## config.mk

```make
export PLATFORM = sky130hd
export DESIGN_NAME = loader_top
export DESIGN_NICKNAME = d
export VERILOG_FILES = /design/src/logic/loader_pkg.sv /design/src/logic/ext_page_decode.sv /design/src/logic/loader_ctrl.sv /design/src/logic/loader_top.sv /design/src/logic/req_hold.sv /design/src/logic/rom_slot_map.sv
export SDC_FILE = /design/constraint.sdc
export NUM_CORES = 1
export LEC_CHECK = 0
export ABC_AREA = 1
export BUFFER_PORTS_ARGS = -buffer_cell sky130_fd_sc_hd__buf_4
export CAP_MARGIN = 20
export CORE_AREA = 2 2 175 177
export CTS_CLUSTER_DIAMETER = 50
export DETAILED_ROUTE_END_ITERATION = 7
export DIE_AREA = 0 0 177 179
export PLACE_DENSITY = 0.78
export RECOVER_POWER = 25
export SLEW_MARGIN = 40
export SYNTH_ARGS = -nofsm -noshare
export SYNTH_HDL_FRONTEND = slang
export SYNTH_HIERARCHICAL = 1
export SYNTH_SLANG_ARGS = --single-unit
```

## constraint.sdc

```tcl
create_clock -name clk_sys -period 10.8 [get_ports clk_sys]
set_clock_uncertainty 0.15 [all_clocks]
set_input_delay 1.62 -clock clk_sys [delete_from_list [all_inputs] [get_ports clk_sys]]
set_output_delay 1.62 -clock clk_sys [all_outputs]
set_load 0.1 [all_outputs]
```

## src/logic/loader_pkg.sv

```systemverilog
////////////////////////////////////////
// Shared widths, download kinds, slot base pages
// and request structs of the download loader
////////////////////////////////////////

package loader_pkg;

	////////////////////////////////////////
	// Widths
	////////////////////////////////////////

	localparam int HOST_ADDR_W = 25;  // Host byte address
	localparam int MEM_ADDR_W  = 23;  // 8 MB bank address
	localparam int PAGE_OFS_W  = 14;  // Offset inside a 16 KB page
	localparam int PAGE_W      = 9;   // Bit 8 picks the high ROM half
	localparam int ROM_MAP_W   = 256; // High ROM pages

	////////////////////////////////////////
	// Download indexes from the host
	////////////////////////////////////////

	localparam logic [7:0] IDX_ROM  = 8'd0;
	localparam logic [7:0] IDX_EXT  = 8'd3;
	localparam logic [7:0] IDX_TAPE = 8'd4;

	// System ROM slot bases
	localparam logic [PAGE_W-1:0] PAGE_OS     = 9'h000;
	localparam logic [PAGE_W-1:0] PAGE_BASIC  = 9'h100;
	localparam logic [PAGE_W-1:0] PAGE_AMSDOS = 9'h107;
	localparam logic [PAGE_W-1:0] PAGE_MF2    = 9'h0FF;

	// Spare page, never mapped by the system
	localparam logic [PAGE_W-1:0] PAGE_BAD_EXT    = 9'h1EE;
	// Second half of an OS+BASIC combo image
	localparam logic [PAGE_W-1:0] PAGE_COMBO_NEXT = 9'h1FF;

	typedef enum logic [1:0] {
		DL_NONE,
		DL_ROM,
		DL_EXT,
		DL_TAPE
	} dl_kind_t;

	////////////////////////////////////////
	// Byte streams
	////////////////////////////////////////

	typedef struct packed {
		logic [HOST_ADDR_W-1:0] addr;
		logic [7:0]             data;
	} host_byte_t;

	typedef struct packed {
		logic [MEM_ADDR_W-1:0] addr;
		logic [1:0]            bank; // 0 is CPC6128 set, 1 is CPC664 set
		logic [7:0]            data;
	} mem_wr_t;

	typedef struct packed {
		logic [MEM_ADDR_W-1:0] addr;
		logic [7:0]            data;
	} tape_wr_t;

endpackage

```

## src/logic/ext_page_decode.sv

```systemverilog
////////////////////////////////////////
// Expansion ROM page register, decoded from
// the file extension, with combo page switch
////////////////////////////////////////

`timescale 1ns/1ps

module ext_page_decode import loader_pkg::*; (
	input  logic                   clk_sys,
	input  logic                   reset,
	input  logic                   start,
	input  logic [15:0]            dl_ext,
	input  logic                   fire,
	input  logic [HOST_ADDR_W-1:0] host_addr,
	output logic [MEM_ADDR_W-1:0]  ext_addr
);

	logic [PAGE_W-1:0] page;
	logic              combo;        // OS+BASIC image, second half pending
	logic [PAGE_W-1:0] page_dec;
	logic              combo_dec;
	logic [4:0]        hi_nib;
	logic [4:0]        lo_nib;
	logic [7:0]        page_sum;

	// Upper-case hex character, bit 4 flags a valid digit
	function automatic logic [4:0] hex_nib(input logic [7:0] c);
		logic [4:0] r;
		r = 5'd0;
		if (c >= "0" && c <= "9")
			r = {1'b1, c[3:0]};
		else if (c >= "A" && c <= "F")
			r = {1'b1, c[3:0] + 4'd9};
		return r;
	endfunction

	assign hi_nib = hex_nib(dl_ext[15:8]);
	assign lo_nib = hex_nib(dl_ext[7:0]);

	////////////////////////////////////////
	// Extension decode
	////////////////////////////////////////

	always_comb begin
		page_dec  = PAGE_BAD_EXT; // Malformed name lands on a spare page
		combo_dec = 1'b0;
		if (hi_nib[4])
			page_dec[7:4] = hi_nib[3:0];
		if (lo_nib[4])
			page_dec[3:0] = lo_nib[3:0];
		if (dl_ext == "ZZ")
			page_dec = '0;
		if (dl_ext == "Z0") begin
			page_dec  = '0;
			combo_dec = 1'b1;
		end
	end

	always_ff @(posedge clk_sys) begin
		if (reset) begin
			page  <= PAGE_BAD_EXT;
			combo <= 1'b0;
		end else if (start) begin
			page  <= page_dec;
			combo <= combo_dec;
		end else if (fire && combo && &host_addr[PAGE_OFS_W-1:0]) begin
			page  <= PAGE_COMBO_NEXT; // Last byte of first 16 KB
			combo <= 1'b0;
		end
	end

	// Page count wraps inside the high ROM half
	assign page_sum = page[7:0] + host_addr[21:14];
	assign ext_addr = {page[8], page_sum, host_addr[PAGE_OFS_W-1:0]};

endmodule

```

## src/logic/loader_ctrl.sv

```systemverilog
////////////////////////////////////////
// Download classification, byte routing, reset
// request, model latch, ROM map, tape end
////////////////////////////////////////

`timescale 1ns/1ps

module loader_ctrl import loader_pkg::*; #(
	parameter int MAP_PAGES = ROM_MAP_W
) (
	input  logic                  clk_sys,
	input  logic                  reset,
	input  logic                  cfg_cpc664,
	input  logic                  dl_active,
	input  logic [7:0]            dl_index,
	input  logic                  dl_valid,
	input  host_byte_t            dl_byte,
	output logic                  dl_ready,
	input  logic [MEM_ADDR_W-1:0] rom_addr,
	input  logic [1:0]            rom_bank,
	input  logic                  rom_slot_ok,
	input  logic [MEM_ADDR_W-1:0] ext_addr,
	output logic                  start,
	output logic                  fire,
	output logic                  mem_in_valid,
	output mem_wr_t               mem_in,
	input  logic                  mem_in_ready,
	output logic                  tape_in_valid,
	output tape_wr_t              tape_in,
	input  logic                  tape_in_ready,
	output logic [MAP_PAGES-1:0]  rom_map,
	output logic [MEM_ADDR_W-1:0] tape_last_addr,
	output logic                  model,
	output logic                  sys_reset
);

	dl_kind_t kind;
	logic     dl_active_q;
	logic     sel_ready;
	logic     accept;

	function automatic dl_kind_t classify(input logic [7:0] idx);
		dl_kind_t k;
		k = DL_NONE;
		if (idx == IDX_ROM)
			k = DL_ROM;
		else if (idx == IDX_EXT)
			k = DL_EXT;
		else if (idx == IDX_TAPE)
			k = DL_TAPE;
		return k;
	endfunction

	assign start = dl_active & ~dl_active_q;

	always_ff @(posedge clk_sys) begin
		if (reset) begin
			dl_active_q <= 1'b0;
			kind        <= DL_NONE;
		end else begin
			dl_active_q <= dl_active;
			if (!dl_active)
				kind <= DL_NONE;
			else if (start)
				kind <= classify(dl_index);
		end
	end

	////////////////////////////////////////
	// Byte acceptance and routing
	////////////////////////////////////////

	always_comb begin
		case (kind)
			DL_ROM:  sel_ready = rom_slot_ok ? mem_in_ready : 1'b1; // Surplus slots drop
			DL_EXT:  sel_ready = mem_in_ready;
			DL_TAPE: sel_ready = tape_in_ready;
			default: sel_ready = 1'b1;                              // Unknown index dropped
		endcase
	end

	// Held low on the start cycle while the kind settles
	assign dl_ready = dl_active & dl_active_q & sel_ready;
	assign accept   = dl_valid & dl_ready;
	assign fire     = accept & (kind == DL_EXT);

	assign mem_in_valid  = accept & ((kind == DL_ROM && rom_slot_ok) || kind == DL_EXT);
	assign tape_in_valid = accept & (kind == DL_TAPE);

	always_comb begin
		mem_in.addr = (kind == DL_EXT) ? ext_addr : rom_addr;
		mem_in.bank = (kind == DL_EXT) ? {1'b0, model} : rom_bank;
		mem_in.data = dl_byte.data;
	end

	assign tape_in.addr = dl_byte.addr[MEM_ADDR_W-1:0];
	assign tape_in.data = dl_byte.data;

	////////////////////////////////////////
	// Status
	////////////////////////////////////////

	always_ff @(posedge clk_sys) begin
		if (reset) begin
			rom_map        <= '0;
			tape_last_addr <= '0;
		end else begin
			if (mem_in_valid && mem_in.addr[22])
				rom_map[mem_in.addr[21:14]] <= 1'b1; // High ROM page now present
			if (tape_in_valid)
				tape_last_addr <= tape_in.addr;
		end
	end

	// Machine held in reset while ROM contents change
	always_ff @(posedge clk_sys) begin
		sys_reset <= reset | (dl_active & (dl_index == IDX_ROM || dl_index == IDX_EXT));
		if (sys_reset)
			model <= cfg_cpc664;
	end

	// Host keeps the index steady for the whole file
	a_index_stable: assert property (@(posedge clk_sys) disable iff (reset)
		dl_active && dl_active_q |-> $stable(dl_index));

endmodule

```

## src/logic/loader_top.sv

```systemverilog
////////////////////////////////////////
// Download loader top level
////////////////////////////////////////

`timescale 1ns/1ps

module loader_top import loader_pkg::*; #(
	parameter int MAP_PAGES = ROM_MAP_W
) (
	input  logic                  clk_sys,
	input  logic                  reset,
	input  logic                  cfg_cpc664,

	// Host byte stream
	input  logic                  dl_active,
	input  logic [7:0]            dl_index,
	input  logic [15:0]           dl_ext,
	input  logic                  dl_valid,
	input  host_byte_t            dl_byte,
	output logic                  dl_ready,

	// Memory and tape requests
	output logic                  mem_wr_valid,
	output mem_wr_t               mem_wr,
	input  logic                  mem_wr_ready,
	output logic                  tape_wr_valid,
	output tape_wr_t              tape_wr,
	input  logic                  tape_wr_ready,

	// Status to the machine
	output logic [MAP_PAGES-1:0]  rom_map,
	output logic [MEM_ADDR_W-1:0] tape_last_addr,
	output logic                  model,
	output logic                  sys_reset
);

	logic                  start;
	logic                  fire;
	logic [MEM_ADDR_W-1:0] rom_addr;
	logic [1:0]            rom_bank;
	logic                  rom_slot_ok;
	logic [MEM_ADDR_W-1:0] ext_addr;
	logic                  mem_in_valid;
	mem_wr_t               mem_in;
	logic                  mem_in_ready;
	logic                  tape_in_valid;
	tape_wr_t              tape_in;
	logic                  tape_in_ready;

	loader_ctrl #(
		.MAP_PAGES(MAP_PAGES)
	) ctrl (
		.clk_sys        (clk_sys),
		.reset          (reset),
		.cfg_cpc664     (cfg_cpc664),
		.dl_active      (dl_active),
		.dl_index       (dl_index),
		.dl_valid       (dl_valid),
		.dl_byte        (dl_byte),
		.dl_ready       (dl_ready),
		.rom_addr       (rom_addr),
		.rom_bank       (rom_bank),
		.rom_slot_ok    (rom_slot_ok),
		.ext_addr       (ext_addr),
		.start          (start),
		.fire           (fire),
		.mem_in_valid   (mem_in_valid),
		.mem_in         (mem_in),
		.mem_in_ready   (mem_in_ready),
		.tape_in_valid  (tape_in_valid),
		.tape_in        (tape_in),
		.tape_in_ready  (tape_in_ready),
		.rom_map        (rom_map),
		.tape_last_addr (tape_last_addr),
		.model          (model),
		.sys_reset      (sys_reset)
	);

	rom_slot_map slot_map (
		.host_addr   (dl_byte.addr),
		.rom_addr    (rom_addr),
		.rom_bank    (rom_bank),
		.rom_slot_ok (rom_slot_ok)
	);

	ext_page_decode ext_page (
		.clk_sys   (clk_sys),
		.reset     (reset),
		.start     (start),
		.dl_ext    (dl_ext),
		.fire      (fire),
		.host_addr (dl_byte.addr),
		.ext_addr  (ext_addr)
	);

	////////////////////////////////////////
	// Output holding registers
	////////////////////////////////////////

	req_hold #(.payload_t(mem_wr_t)) mem_hold (
		.clk_sys   (clk_sys),
		.reset     (reset),
		.in_valid  (mem_in_valid),
		.in_data   (mem_in),
		.in_ready  (mem_in_ready),
		.out_valid (mem_wr_valid),
		.out_ready (mem_wr_ready),
		.out_data  (mem_wr)
	);

	req_hold #(.payload_t(tape_wr_t)) tape_hold (
		.clk_sys   (clk_sys),
		.reset     (reset),
		.in_valid  (tape_in_valid),
		.in_data   (tape_in),
		.in_ready  (tape_in_ready),
		.out_valid (tape_wr_valid),
		.out_ready (tape_wr_ready),
		.out_data  (tape_wr)
	);

endmodule

```

## src/logic/req_hold.sv

```systemverilog
////////////////////////////////////////
// One-entry valid/ready holding register
////////////////////////////////////////

`timescale 1ns/1ps

module req_hold #(
	parameter type payload_t = logic [7:0]
) (
	input  logic     clk_sys,
	input  logic     reset,
	input  logic     in_valid,
	input  payload_t in_data,
	output logic     in_ready,
	output logic     out_valid,
	input  logic     out_ready,
	output payload_t out_data
);

	logic full;

	// Room when empty or the current entry leaves this cycle
	assign in_ready  = ~full | out_ready;
	assign out_valid = full;

	always_ff @(posedge clk_sys) begin
		if (reset) begin
			full <= 1'b0;
		end else if (in_valid && in_ready) begin
			full <= 1'b1;
		end else if (out_ready) begin
			full <= 1'b0;
		end
	end

	always_ff @(posedge clk_sys) begin
		if (in_valid && in_ready)
			out_data <= in_data;
	end

	// A stalled request stays put until the sink takes it
	a_hold_stable: assert property (@(posedge clk_sys) disable iff (reset)
		out_valid && !out_ready |=> out_valid && $stable(out_data));

endmodule

```

## src/logic/rom_slot_map.sv

```systemverilog
////////////////////////////////////////
// System ROM slot to page and bank decode
////////////////////////////////////////

`timescale 1ns/1ps

module rom_slot_map import loader_pkg::*; (
	input  logic [HOST_ADDR_W-1:0] host_addr,
	output logic [MEM_ADDR_W-1:0]  rom_addr,
	output logic [1:0]             rom_bank,
	output logic                   rom_slot_ok
);

	localparam int SLOT_W = HOST_ADDR_W - PAGE_OFS_W;

	logic [SLOT_W-1:0] slot;
	logic [PAGE_W-1:0] page;

	assign slot = host_addr[HOST_ADDR_W-1:PAGE_OFS_W]; // 16 KB slot number

	////////////////////////////////////////
	// Slot decode
	////////////////////////////////////////

	// Slots 0..3 and 4..7 hold the same four images, one set per model
	always_comb begin
		page        = '1;
		rom_slot_ok = 1'b1;
		case (slot)
			11'd0, 11'd4: page = PAGE_OS;
			11'd1, 11'd5: page = PAGE_BASIC;
			11'd2, 11'd6: page = PAGE_AMSDOS;
			11'd3, 11'd7: page = PAGE_MF2;
			default: begin
				rom_slot_ok = 1'b0; // Surplus slot, dropped
			end
		endcase
	end

	always_comb begin
		rom_bank = 2'd0;
		if (rom_slot_ok)
			rom_bank = {1'b0, slot[2]}; // Upper four slots go to bank 1
	end

	// Page base plus offset inside the page
	assign rom_addr = {page, host_addr[PAGE_OFS_W-1:0]};

endmodule

```

== After elaboration in Yosys (flattened, before gate mapping) ==
Index checks and enable logic that the tools add are counted.

* Register bits after elaboration: 360
* Input bits: 64
* Output and inout port bits: 348

* Add/subtract/negate cells: 3
* Order comparisons: 10
* Equality and inequality tests: 14
* Multiplexer cells: 29
* Bitwise logic cells: 16
* Reduce and logical (&&, ||, !) cells: 25

{| class="wikitable"
|+ Operator list
! kind !! count
|-
| $or A256 B256 Y256 || 1
|-
| $eq A11 B3 Y1 const B || 4
|-
| $mux W9 || 4
|-
| $pmux W9 S4 || 1
|-
| $eq A16 B15 Y1 const B || 2
|-
| $mux W23 || 1
|-
| $eq A11 B2 Y1 const B || 2
|-
| $mux W5 || 4
|-
| $ge A8 B6 Y1 const B || 2
|-
| $ge A8 B7 Y1 const B || 2
|-
| $le A8 B6 Y1 const B || 2
|-
| $le A8 B7 Y1 const B || 2
|-
| $reduce_and A14 Y1 || 1
|-
| $mux W1 || 12
|-
| $eq A11 B1 Y1 const B || 1
|-
| $logic_and A1 B1 Y1 || 11
|-
| $logic_not A11 Y1 || 1
|-
| $reduce_or A2 Y1 || 5
|-
| $lt A8 B9 Y1 const B || 1
|-
| $add A4 B4 Y4 const B || 2
|-
| $add A8 B8 Y8 || 1
|-
| $and A1 B1 Y1 || 8
|-
| $demux W1 S8 || 1
|-
| $eq A8 B2 Y1 const B || 1
|-
| 13 further kinds || 25
|}

== Logic depth before layout (Yosys ltp) ==
* Depth after elaboration: 12
* Gate-level depth with buffers: 17
* Mapped depth without buffers: 16

== By module ==
The synthesis kept the hierarchy.

{| class="wikitable"
|+ Modules (own cells, without submodules)
! module !! times used !! cells each !! area each (µm²) !! sequential area each (µm²)
|-
| loader_ctrl || 1 || 1,756 || 12,329.3 || 5,695.5
|-
| ext_page_decode || 1 || 231 || 1,463.9 || 200.2
|-
| req_hold at mem_hold || 1 || 39 || 1,038.5 || 1,011.0
|-
| req_hold at tape_hold || 1 || 37 || 978.4 || 950.9
|-
| rom_slot_map || 1 || 60 || 347.8 || 0.0
|}

== Least setup slack after synthesis ==
Ideal clock, no wire load.

* Path kind: input port to flip-flop
* Start point: in dl_byte[28] in the netlist's numbering
* End point: reg tape_hold/out_data[0] in the netlist's numbering (enable)
* Setup time: 0.429 ns
* Arrival: 5.884 ns
* Slack: 4.337 ns
* Stages: 12
* Buffers on the path: 2
* Cells stage by stage: inv_1 nand2_2 nor3_4 nand2_1 o21bai_1 a21oi_1 nand4_1 buf_2 buf_1 inv_1 inv_1 a21oi_1

* Cells in the longest elaborated chain, start to end: 9
* Elaborated cells between the ends (all ways): 16
* Classes of those cells: eq/ne: 7; mux: 3; bitwise: 3; reduce/logical: 3

{| class="wikitable"
|+ Ends and longest elaborated chain
! what !! line !! RTL
|-
| from (decl) || loader_top.sv:19 || <nowiki>input host_byte_t dl_byte,</nowiki>
|-
| $eq A11 B3 Y1, or another cell as far along || rom_slot_map.sv:29 || <nowiki>case (slot)</nowiki>
|-
| $reduce_or A8 Y1 (no line) (*) || - ||
|-
| $mux W1 (*) || rom_slot_map.sv:29 ||
|-
| net rom_slot_ok || loader_top.sv:41 || <nowiki>logic rom_slot_ok;</nowiki>
|-
| $mux W1 (*) || loader_ctrl.sv:75 || <nowiki>DL_ROM: sel_ready = rom_slot_ok ? mem_in_ready : 1'b1;</nowiki>
|-
| $pmux W1 S3 (*) || loader_ctrl.sv:74 || <nowiki>case (kind)</nowiki>
|-
| $and A1 B1 Y1 (*) || loader_ctrl.sv:83 || <nowiki>assign dl_ready = dl_active & dl_active_q & sel_ready;</nowiki>
|-
| net dl_ready || loader_top.sv:20 || <nowiki>output logic dl_ready,</nowiki>
|-
| $and A1 B1 Y1 (*) || loader_ctrl.sv:84 || <nowiki>assign accept = dl_valid & dl_ready;</nowiki>
|-
| $and A1 B1 Y1 (*) || loader_ctrl.sv:88 || <nowiki>assign tape_in_valid = accept & (kind == DL_TAPE);</nowiki>
|-
| net tape_in_valid || loader_top.sv:46 || <nowiki>logic tape_in_valid;</nowiki>
|-
| $logic_and A1 B1 Y1 (*) || req_hold.sv:37 || <nowiki>if (in_valid && in_ready)</nowiki>
|-
| to (signal assigned) || req_hold.sv:38 || <nowiki>out_data <= in_data;</nowiki>
|-
| to (decl) || req_hold.sv:17 || <nowiki>output payload_t out_data</nowiki>
|}

The timed path passes the listed nets; every way through them passes the cells marked *.
A chain may end at the register's enable or synchronous reset.

==> summary.txt <==
Outcome
  – Outcome: finished, violations left
  – Failing checks: max-capacitance violations, max-slew violations

Route
  – Routed vias: 14100
  – DRC Markers: 0
  – Via-per-instance ratio: 4.98
  – Antenna viol nets, final: 0
  – Total wire length: 46700 um
  – Pre-Repair DR Iteration Count: 6
  – 1st-iter DRT viols: 1167
  – WL/cell: 16.5 um

Worst setup path
  – Max incr delay on CP: 2130 ps
  – WS Path Type: in -> reg
  – R2r endpoint: ctrl/rom_map[178]
  – Worst Reg-to-Reg Cells: 10
  – Flop2flop setup slack: 6030 ps
  – Setup crit end kind: flop
  – Worst path required time: 11060 ps
  – Startpoint Class: primary input
  – Worst path arrival time: 5440 ps
  – Crit path max fanout: 63
  – Worst r2r src: ctrl/kind[0]
  – Cell chain of the critical path: clkbuf_1 > inv_1 > nand2_1 > nor2_1
  – Worst path slowest cell: clkbuf_1

STA
  – Final setup vio count: 0
  – Hold Fails Final Rpt: 0
  – Slew @ Worst Pin: 3060 ps
  – Highest Clock Rate: 193 MHz
  – Count of final max-slew check failures: 108
  – Max-Slew Margin vs Limit: -1.04
  – RSZ-0062 raised after global routing: no
  – Final Cycle Share: 0.479
  – Setup TNS: 0 ps
  – Min Tclk post-route: 5180 ps

Place
  – Gp weighted congestion: 0.846
  – # port buffers: 411
  – Post-DP HPWL: 30900 um

Floorplanning
  – I/O pins: 412
  – Die height: 179 um
  – Die width: 177 um
  – # rows: 64
  – Die area: 31700 um2
  – Core Area: 30000 um2
  – Initial Util: 0.538

CTS
  – Clock Sinks: 360
  – Post_cts resized: 0
  – Total CTS buffers: 41
  – CTS tree: yes
  – CTS Buffer Depth: 3
  – Later-pin clock latency in the skew report: 530 ps
  – Root cell of the clock tree: clkbuf_16
  – CTS hold repair buffers: 0
  – Setup Fix Bufs, Post-CTS: 0
  – Clock-pin slew on the worst setup and hold paths: 60 ps
  – Htree depth: 2

Power and ir drop
  – PD cells: 147 nW/um2
  – Net Sw Frac: 0.222
  – Internal power: 0.00223 W
  – Clk pwr share: 0.486
  – Max IR drop VDD: 101 uV
  – Leakage dissipation: 7.69 nW
  – NetSw: 0.000637 W
  – Final Power: 0.00286 W
  – Reg power frac: 0.478
  – Logic pwr share: 0.036

Synthesis
  – Post-Syn Area per Cell: 7.61 um2
  – Synthesized flop and latch total: 360
  – Leading area contributor after synthesis: dfxtp_1
  – Synth async-reset ratio: 0
  – Post-synth EDFFs: 65
  – Top_reg_cell synth: dfxtp_1
  – Main area contributors after synthesis: dfxtp_1 37%, edfxtp_1 12%, nand2_1 11%, a21oi_1 8.2%, inv_1 8.0%
  – Yosys cell types: 40
  – Sequential share of the synthesized area: 0.486
  – Gate Count Post-Synth: 2123
  – Syn Nets: 2205
  – Ys Warns: 6
  – Share of the synthesized area in the top cell type: 0.365
  – Post-Syn Area: 16200 um2

Finish
  – Layout cells sized above 1: 0.178
  – Layout Utilization: 0.650
  – # diodes: 0
  – Final nets: 2488
  – Commonest non-fill, non-tap cells in the layout: 458 x nand2_1, 345 x inv_1, 325 x nor2_1
  – Commonest non-fill, non-tap cell in the layout: nand2_1
  – Syn-to-layout area delta: 20.9%

Global route
  – Antenna violations before repair: 0
  – First-pass GRT wire length: 69500 um
  – Largest net degree at the start of global routing: 152
  – Global route overflow: 0
  – Total track usage: 0.280
  – Vias in the first global route: 13000

Flow run
  – Max-Cap Viols: 2

Hold path
  – Worst hold start: ctrl/rom_map[128]
  – Worst hold path depth: 2
  – Class of the worst hold path: reg -> reg
  – Hold EP: ctrl/rom_map[128]
flip-flops by register name, indices dropped and copies added, names as in the netlist:
name	flops
ctrl/kind	2
ctrl/dl_active_q	1
ctrl/sys_reset	1
ext_page/page	9
tape_hold/out_valid	1
ext_page/combo	1
ctrl/tape_last_addr	23
ctrl/rom_map	256
mem_hold/out_data	33
mem_hold/out_valid	1
ctrl/model	1
tape_hold/out_data	31
worst max path at each step:
stage,start,end,cells after the start
after floorplan,dl_byte[28],tape_hold/out_data[0],12
after global placement,dl_byte[26],dl_ready,8
final,reset,ctrl/tape_last_addr[17],4
after detailed placement,dl_byte[32],dl_ready,8
after global routing,reset,ctrl/tape_last_addr[17],4
after CTS,dl_byte[26],dl_ready,8
layout make-up:
| type | instances | area, um2 |
|---|---|---|
| Multi-Input combinational cell | 1233 | 5870 |
| Clock inverter | 19 | 220 |
| Sequential cell | 360 | 7860 |
| Clock buffer | 55 | 1150 |
| Tap cell | 396 | 495 |
| Fill cell | 2606 | 10500 |
| Timing Repair Buffer | 418 | 2610 |
| Inverter | 352 | 1320 |
power groups by stage:
| stage | Combinational [W] | Sequential [W] | Clock [W] |
|---|---|---|---|
| after global routing | 0.000114 | 0.00137 | 0.00146 |
| after floorplan | 0.0000790 | 0.00140 | 0 |
| after global placement | 0.000104 | 0.00140 | 0 |
| final | 0.000104 | 0.00137 | 0.00139 |
| after detailed placement | 0.000107 | 0.00140 | 0 |
| after CTS | 0.000108 | 0.00137 | 0.00141 |
cell usage after synthesis (2+ instances only):
cell type and n:
nor2_2 7, xor2_1 6, nor2_4 11, edfxtp_1 65, o21ai_1 4, inv_1 343, inv_2 8, o21ai_4 4
buf_2 51, buf_1 2, o21ai_2 6, clkbuf_1 35, nor2_1 327, a21oi_1 266, o21ai_0 6, nand2_1 455
nand3b_1 3, nand4_1 6, buf_6 15, ha_1 17, nor2_8 8, a21oi_2 2, nand3_1 38, buf_4 75
dfxtp_1 295, nand2_2 39, nand2_4 15, nor4_1 2
per-layer routing:
| layer | GRT usage | routed length (um) |
|---|---|---|
| met5 | 0 | 0 |
| met2 | 0.478 | 22400 |
| met3 | 0.0471 | 3250 |
| met4 | 0.128 | 2190 |
| met1 | 0.348 | 18900 |
logic make-up (layout without fill, tap and decap cells):
family,after synthesis,in the layout,share of synthesized area
other,1,1,0.000232
XOR/XNOR,7,7,0.00379
buffers and inverters,530,844,0.152
adder cells (fa/ha/maj),18,18,0.0144
AO/OA/AOI/OAI,290,290,0.0949
flip-flops,360,360,0.486
AND/OR/NAND/NOR,917,917,0.249
through the flow:
stage                     hold WS (ps)  worst slack (ps)  instances  instance area, um2
after global placement             287              6280       2756               18700
after CTS                          299              6230       2833               20100
after global routing               310              5330       2833               19500
final                              297              5620       2833               19500
after detailed placement           290              6230       2759               18800
after floorplan                    312              4340       2123               16200
critical path, delay by kind of cell:
| kind | cells | cell delay [ps] |
|---|---|---|
| and+or+nand+nor | 2 | 380 |
| buffers and inverters | 2 | 3410 |
(Power assumes the default switching activity.)
